$ cat src/merge_defs.svh
// ****************************************
// merge parameters
// widths, queue depth and fall-through mode
// shared by the package and the top level
// ****************************************

`ifndef MERGE_DEFS_SVH
`define MERGE_DEFS_SVH

// width of one payload word
`define MERGE_DATA_WIDTH 16

// entries held by each channel queue
`define MERGE_FIFO_DEPTH 4

// fill level width, must hold the value of the depth itself
`define MERGE_LEVEL_WIDTH 3

// queue fall-through mode, 0 means registered head
`define MERGE_FALL_THROUGH 1'b0

`endif

$ cat src/merge_pkg.sv
// ****************************************
// merge package
// payload, level and tag types of the
// two-channel stream merger
// ****************************************

`include "merge_defs.svh"

package merge_pkg;

    // one payload word as pushed by a producer
    typedef logic [`MERGE_DATA_WIDTH-1:0] data_t;

    // fill level of one queue
    typedef logic [`MERGE_LEVEL_WIDTH-1:0] level_t;

    // channel index, 0 is channel A and 1 is channel B
    typedef logic chan_t;

    // merged output word, tag in the upper bits
    typedef struct packed {
        chan_t src;
        data_t data;
    } beat_t;

    // channel that wins the next tie
    typedef enum logic {
        PRIO_A = 1'b0,
        PRIO_B = 1'b1
    } arb_state_e;

endpackage

$ cat src/fifo_queue.sv
// ****************************************
// fifo queue
// circular buffer with sync flush, optional
// fall-through, full/empty flags and level
// ****************************************

`timescale 1ns/1ps

module fifo_queue #(
    // number of entries, at least 1
    parameter int unsigned DEPTH        = 8,
    // forward the input word when pushing into an empty queue
    parameter bit          FALL_THROUGH = 1'b0,
    // pointer width, derived from the depth
    parameter int unsigned PTR_W        = (DEPTH > 1) ? $clog2(DEPTH) : 1
) (
    input  logic                clk_i,
    input  logic                rst_ni,
    input  logic                flush_i,
    // producer side
    input  logic                push_i,
    input  merge_pkg::data_t    data_i,
    // consumer side
    input  logic                pop_i,
    output merge_pkg::data_t    data_o,
    // status
    output logic                full_o,
    output logic                empty_o,
    output logic [PTR_W:0]      level_o
);

    // last valid pointer value, wrap point of both pointers
    localparam logic [PTR_W-1:0] LAST_PTR = PTR_W'(DEPTH - 1);
    // occupancy when full
    localparam logic [PTR_W:0]   FULL_CNT = (PTR_W + 1)'(DEPTH);

    // storage, no reset on the payload
    merge_pkg::data_t mem_q [DEPTH];

    logic [PTR_W-1:0] rd_ptr_q, rd_ptr_n;
    logic [PTR_W-1:0] wr_ptr_q, wr_ptr_n;
    // one bit wider than the pointer so a full queue shows its real count
    logic [PTR_W:0]   cnt_q, cnt_n;

    // accepted push and pop
    logic push_ok;
    logic pop_ok;
    // memory write enable, the remains of the clock gate
    logic mem_we;

    // advance a pointer with wrap at the last entry
    function automatic logic [PTR_W-1:0] next_ptr(input logic [PTR_W-1:0] ptr);
        logic [PTR_W-1:0] nxt;
        if (ptr == LAST_PTR) begin
            nxt = '0;
        end else begin
            nxt = ptr + 1'b1;
        end
        return nxt;
    endfunction

    // status flags
    assign full_o  = (cnt_q == FULL_CNT);
    // in fall-through mode a push into an empty queue is already visible
    assign empty_o = (cnt_q == '0) & ~(FALL_THROUGH & push_i);
    assign level_o = cnt_q;

    // a push while full or a pop while empty is dropped
    assign push_ok = push_i & ~full_o;
    assign pop_ok  = pop_i & ~empty_o;
    assign mem_we  = push_ok;

    always_comb begin
        rd_ptr_n = rd_ptr_q;
        wr_ptr_n = wr_ptr_q;
        cnt_n    = cnt_q;
        // head of the queue by default
        data_o   = mem_q[rd_ptr_q];

        if (push_ok) begin
            wr_ptr_n = next_ptr(wr_ptr_q);
            cnt_n    = cnt_q + 1'b1;
        end

        if (pop_ok) begin
            rd_ptr_n = next_ptr(rd_ptr_q);
            cnt_n    = cnt_q - 1'b1;
        end

        // push and pop together leave the count alone
        if (push_ok && pop_ok) begin
            cnt_n = cnt_q;
        end

        // bypass path for an empty queue
        if (FALL_THROUGH && (cnt_q == '0) && push_i) begin
            data_o = data_i;
            // word goes straight through, nothing is stored
            if (pop_i) begin
                rd_ptr_n = rd_ptr_q;
                wr_ptr_n = wr_ptr_q;
                cnt_n    = cnt_q;
            end
        end
    end

    // pointers and occupancy
    always_ff @(posedge clk_i or negedge rst_ni) begin
        if (!rst_ni) begin
            rd_ptr_q <= '0;
            wr_ptr_q <= '0;
            cnt_q    <= '0;
        end else if (flush_i) begin
            // sync flush drops all stored words
            rd_ptr_q <= '0;
            wr_ptr_q <= '0;
            cnt_q    <= '0;
        end else begin
            rd_ptr_q <= rd_ptr_n;
            wr_ptr_q <= wr_ptr_n;
            cnt_q    <= cnt_n;
        end
    end

    // storage write, only on an accepted push
    always_ff @(posedge clk_i) begin
        if (mem_we) begin
            mem_q[wr_ptr_q] <= data_i;
        end
    end

endmodule

$ cat src/stream_merger.sv
// ****************************************
// stream merger
// round-robin pick between two queue heads,
// registered beat tagged with its channel
// ****************************************

`timescale 1ns/1ps

module stream_merger (
    input  logic                clk_i,
    input  logic                rst_ni,
    input  logic                flush_i,
    // stops popping while high
    input  logic                hold_i,
    // queue heads
    input  merge_pkg::data_t    head_a_i,
    input  logic                empty_a_i,
    input  merge_pkg::data_t    head_b_i,
    input  logic                empty_b_i,
    // pop strobes back to the queues
    output logic                pop_a_o,
    output logic                pop_b_o,
    // merged output
    output merge_pkg::beat_t    beat_o,
    output logic                out_valid_o
);

    // channel that wins the next tie
    merge_pkg::arb_state_e state_q, state_n;

    // a head counts only when there is no hold
    logic avail_a;
    logic avail_b;
    logic grant_a;
    logic grant_b;

    // next beat before the output register
    merge_pkg::beat_t beat_n;
    merge_pkg::beat_t beat_q;
    logic             valid_q;

    assign avail_a = ~empty_a_i & ~hold_i;
    assign avail_b = ~empty_b_i & ~hold_i;

    // A wins when alone or when it holds the priority
    assign grant_a = avail_a & (~avail_b | (state_q == merge_pkg::PRIO_A));
    // B takes whatever A leaves
    assign grant_b = avail_b & ~grant_a;

    // pops only ever hit a non-empty queue
    assign pop_a_o = grant_a;
    assign pop_b_o = grant_b;

    always_comb begin
        state_n = state_q;
        // priority moves to the channel that lost or was idle
        if (grant_a) begin
            state_n = merge_pkg::PRIO_B;
        end else if (grant_b) begin
            state_n = merge_pkg::PRIO_A;
        end
    end

    // tag and word of the granted channel
    always_comb begin
        beat_n.src  = merge_pkg::chan_t'(grant_b);
        beat_n.data = grant_b ? head_b_i : head_a_i;
    end

    // arbiter state and output valid
    always_ff @(posedge clk_i or negedge rst_ni) begin
        if (!rst_ni) begin
            state_q <= merge_pkg::PRIO_A;
            valid_q <= 1'b0;
        end else if (flush_i) begin
            // back to the reset priority, pending beat dropped
            state_q <= merge_pkg::PRIO_A;
            valid_q <= 1'b0;
        end else begin
            state_q <= state_n;
            valid_q <= grant_a | grant_b;
        end
    end

    // payload register, loaded only on a grant
    always_ff @(posedge clk_i) begin
        if (grant_a || grant_b) begin
            beat_q <= beat_n;
        end
    end

    assign beat_o      = beat_q;
    assign out_valid_o = valid_q;

endmodule

$ cat src/dual_stream_merge_top.sv
// ****************************************
// dual stream merge top
// two channel queues feeding one
// round-robin merger
// ****************************************

`timescale 1ns/1ps

`include "merge_defs.svh"

module dual_stream_merge_top (
    input  logic                clk_i,
    input  logic                rst_ni,
    input  logic                flush_i,
    input  logic                hold_i,
    // channel A producer
    input  logic                push_a_i,
    input  merge_pkg::data_t    data_a_i,
    output logic                full_a_o,
    output merge_pkg::level_t   level_a_o,
    // channel B producer
    input  logic                push_b_i,
    input  merge_pkg::data_t    data_b_i,
    output logic                full_b_o,
    output merge_pkg::level_t   level_b_o,
    // merged stream
    output merge_pkg::beat_t    beat_o,
    output logic                out_valid_o
);

    // queue heads towards the merger
    merge_pkg::data_t head_a;
    merge_pkg::data_t head_b;
    logic             empty_a;
    logic             empty_b;
    // pop strobes from the merger
    logic             pop_a;
    logic             pop_b;

    // channel A queue
    fifo_queue #(
        .DEPTH        (`MERGE_FIFO_DEPTH),
        .FALL_THROUGH (`MERGE_FALL_THROUGH)
    ) u_fifo_a (
        .clk_i   (clk_i),
        .rst_ni  (rst_ni),
        .flush_i (flush_i),
        .push_i  (push_a_i),
        .data_i  (data_a_i),
        .pop_i   (pop_a),
        .data_o  (head_a),
        .full_o  (full_a_o),
        .empty_o (empty_a),
        .level_o (level_a_o)
    );

    // channel B queue
    fifo_queue #(
        .DEPTH        (`MERGE_FIFO_DEPTH),
        .FALL_THROUGH (`MERGE_FALL_THROUGH)
    ) u_fifo_b (
        .clk_i   (clk_i),
        .rst_ni  (rst_ni),
        .flush_i (flush_i),
        .push_i  (push_b_i),
        .data_i  (data_b_i),
        .pop_i   (pop_b),
        .data_o  (head_b),
        .full_o  (full_b_o),
        .empty_o (empty_b),
        .level_o (level_b_o)
    );

    // round-robin merge of both heads
    stream_merger u_merger (
        .clk_i       (clk_i),
        .rst_ni      (rst_ni),
        .flush_i     (flush_i),
        .hold_i      (hold_i),
        .head_a_i    (head_a),
        .empty_a_i   (empty_a),
        .head_b_i    (head_b),
        .empty_b_i   (empty_b),
        .pop_a_o     (pop_a),
        .pop_b_o     (pop_b),
        .beat_o      (beat_o),
        .out_valid_o (out_valid_o)
    );

endmodule

$ cat config.mk
export PLATFORM = sky130hd
export DESIGN_NAME = dual_stream_merge_top
export DESIGN_NICKNAME = d
export VERILOG_FILES = /design/src/merge_pkg.sv /design/src/fifo_queue.sv /design/src/stream_merger.sv /design/src/dual_stream_merge_top.sv
export VERILOG_INCLUDE_DIRS = /design/src /design/src/src
export SDC_FILE = /design/constraint.sdc
export NUM_CORES = 1
export LEC_CHECK = 0
export BUFFER_PORTS_ARGS = -buffer_cell sky130_fd_sc_hd__buf_2
export CAP_MARGIN = 20
export CORE_MARGIN = 4
export CORE_UTILIZATION = 25
export DETAILED_ROUTE_END_ITERATION = 7
export GPL_TIMING_DRIVEN = 0
export SLEW_MARGIN = 10
export SYNTH_ARGS = -nofsm -noshare
export SYNTH_HDL_FRONTEND = slang
export SYNTH_HIERARCHICAL = 1
export SYNTH_SLANG_ARGS = --single-unit
$ cat constraint.sdc
create_clock -name clk_i -period 4.73 [get_ports clk_i]
set_clock_uncertainty 0.05 [all_clocks]
set_input_delay 0.946 -clock clk_i [delete_from_list [all_inputs] [get_ports clk_i]]
set_output_delay 0.946 -clock clk_i [all_outputs]
set_load 0.02 [all_outputs]
==> metrics.csv <==
metric;value;unit
run status;finished, final reports clean;
Post-Syn Area per Cell;19.4;um2
vias in the first global route;3531;
Resized cells post-CTS;0;
Slew headroom;38.5;%
Seq/Total Area, Yosys;71.2;%
max-slew violation count;0;
Setup Viol. Count Final;0;
internal power;2.47;mW
Sum Neg Setup Slack;0;ns
Die X;171;um
synth top area cells;edfxtp_1 (65%), mux4_2 (11%), dfrtp_1 (6.0%), mux2_4 (2.0%), ha_1 (1.7%);
H-tree depth;4;
Max stage delay on crit path;0.48;ns
fin cells;774;
die area;29400;um2
Fin. Hold Viols;0;
Net Sw Frac;22.5;%
routed vias;3394;
Residual DRC;0;
grt ovf;0;
num rows;59;
Die H;171;um
largest area contributor in the netlist;edfxtp_1;
unrepaired setup endpoints after global routing;false;
count leader, synth;edfxtp_1;
Worst-path clk slew;0.06;ns
Root Driver;clkbuf_16;
Antenna diodes;0;
pre-CTS setup slack;1.55;ns
Final Cell Area;7970;um2
cts hold-fix bufs;0;
sequential share of power;52.1;%
PnR worst setup slack;1.58;ns
Post-synth ARST share;9.94;%
Syn Nets;393;
signal arrival time at the worst endpoint;3.39;ns
drt pass-1 iters;4;
dpl cells;743;
Starting Density;25.5;%
clock buffer depth;2;
number of synthesized flops with an enable pin;145;
Nets;476;
hpwl dp;9510;um
reg-to-reg slack, setup;1.58;ns
initial antenna violation count;1;
crit-path cells;buf_2 -> nor3_1 -> nor2_1 -> nor3_4 -> buf_12 -> buf_4 -> o31ai_1 -> inv_1 -> fa_1 -> a31oi_1 -> nor4_1;
Worst Tran Pin Value;0.923;ns
cells on worst reg2reg path;11;
RR Startpoint;u_fifo_a/level_o[0];
DR vias/cell;4.39;
Worst setup SP type;flop;
Clock Latency Late Sink;0.42;ns
Worst Path Class, Setup;reg2reg;
mapped cell area;6670;um2
f_max;317;MHz
Crit path max-delay family;simple AND/OR/NAND/NOR gates;
Final Cycle Share;66.7;%
CTS buffer count;17;
CP max FO;14;
CTS Sinks;161;
CP Buf/Inv Count;4;
Post-synth top flop;edfxtp_1;
gp weighted congestion;0.773;
Synth cell types;53;
Setup Buffers After CTS;0;
yosys warns;6;
HP Class;in2async;
crit path time final;3.15;ns
I/O Buffers;63;
DP Area;7420;um2
Yosys top cell area share;65.2;%
Gate power share;8.7;%
FF+latch count, synth;161;
VDD IR-drop max;0.218;mV
CTS tree;built;
CORE AREA;26100;um2
leakage power;2.79;nW
Total Wirelength;13500;um
Slowest-stage cell, CP;nor3_4;
WL/cell;17.4;um
NetSw;0.715;mW
first-pass GRT wire length;20200;um
Global Route Usage Sum;9.39;%
share of layout cells above drive strength 1;39.9;%
R2R Path End;u_fifo_b/level_o[1];
CP Capture Type;flop;
Power Dens Cells;400;nW/um2
CP Data Required Time;4.97;ns
clock network fraction of design power;39.2;%
antenna-violating nets left;0;
maxcap violations;0;
cells after synthesis;344;
largest net degree at the start of global routing;17;
num ports;64;
Area growth, synth to finish;19.3;%
initial drt markers;146;
most frequent cells after synthesis;edfxtp_1 (145), mux4_2 (32), dfrtp_1 (16), a21oi_1 (12), inv_1 (10);
[how the worst max path moves through the flow]
stage / from / to / slack (ns) / depth (start not counted)
after floorplan: u_fifo_b/level_o[0] / u_fifo_b/level_o[1] / 2.02 / 10
after global placement: hold_i / u_fifo_b/level_o[1] / 1.68 / 9
after detailed placement: u_fifo_a/level_o[0] / u_fifo_b/level_o[1] / 1.55 / 11
after CTS: u_fifo_a/level_o[0] / u_fifo_b/level_o[1] / 1.54 / 11
after global routing: u_fifo_a/level_o[0] / u_fifo_b/level_o[1] / 1.32 / 11
final: u_fifo_a/level_o[0] / u_fifo_b/level_o[1] / 1.58 / 11
[area by class of cell]
cell class | instances | area (um2)
fillers | 2586 | 18200
flip-flops and latches | 161 | 4750
multi-input cells | 151 | 1710
clock buffers | 17 | 425
well taps | 335 | 419
repair buffers | 64 | 327
plain buffers | 20 | 158
clock inverters | 14 | 116
inverters | 12 | 57.6
[per-layer routing]
metal | share of wire, % | vias up | GRT usage, %
met4 | 1.3 | 2 | 3.10
met2 | 48 | 104 | 15.0
met5 | 0.096 | - | 0
li1 | - | 1551 | -
met3 | 6.3 | 17 | 2.96
met1 | 44 | 1720 | 12.2
[power groups by stage]
stage	registers (mW)	logic [mW]	clock network (mW)
2_1_floorplan	1.70	0.159	0
3_3_place_gp	1.68	0.269	0
3_5_place_dp	1.69	0.282	0
4_1_cts	1.66	0.283	1.29
5_1_grt	1.66	0.304	1.34
6_report	1.66	0.278	1.25
[state kept, by name, summed over array words and instances, names as in the netlist]
signal / flops
u_merger/state_q: 1
u_fifo_b/rd_ptr_q: 2
u_merger/out_valid_o: 1
u_fifo_b/wr_ptr_q: 2
u_fifo_a/wr_ptr_q: 2
u_fifo_a/mem_q: 64
u_fifo_a/level_o: 3
u_merger/beat_o: 17
u_fifo_a/rd_ptr_q: 2
u_fifo_b/level_o: 3
u_fifo_b/mem_q: 64
[per-stage QoR]
step	hold slack (ns)	power [mW]	util, %
finish	0.418	3.18	30.5
global route	0.430	3.30	30.5
CTS	0.410	3.23	30.5
detailed placement	0.525	1.97	28.4
global placement	0.507	1.95	28.3
floorplan	0.486	1.86	-
[kinds of logic after synthesis]
family	synth area share, %
mux	14.2
buf+inv	3.22
fa+ha+maj	2.29
simple gates	4.78
compound gates	3.66
flops	71.2
xor+xnor	0.656
[layout by cell type (no fill, tap or decap), types with 4 or more instances in the layout]
cell / n
mux4_2: 32
nor2_1: 6
mux2_2: 7
nand3_1: 7
ha_1: 9
dfrtp_1: 16
and3_1: 4
nand2b_1: 6
a21oi_1: 11
inv_1: 10
buf_2: 71
buf_4: 5
mux2_4: 9
clkbuf_16: 17
nand3b_1: 4
buf_6: 6
and3_2: 4
clkinv_2: 4
edfxtp_1: 145
Note: power is estimated with default switching activity, not from simulation.
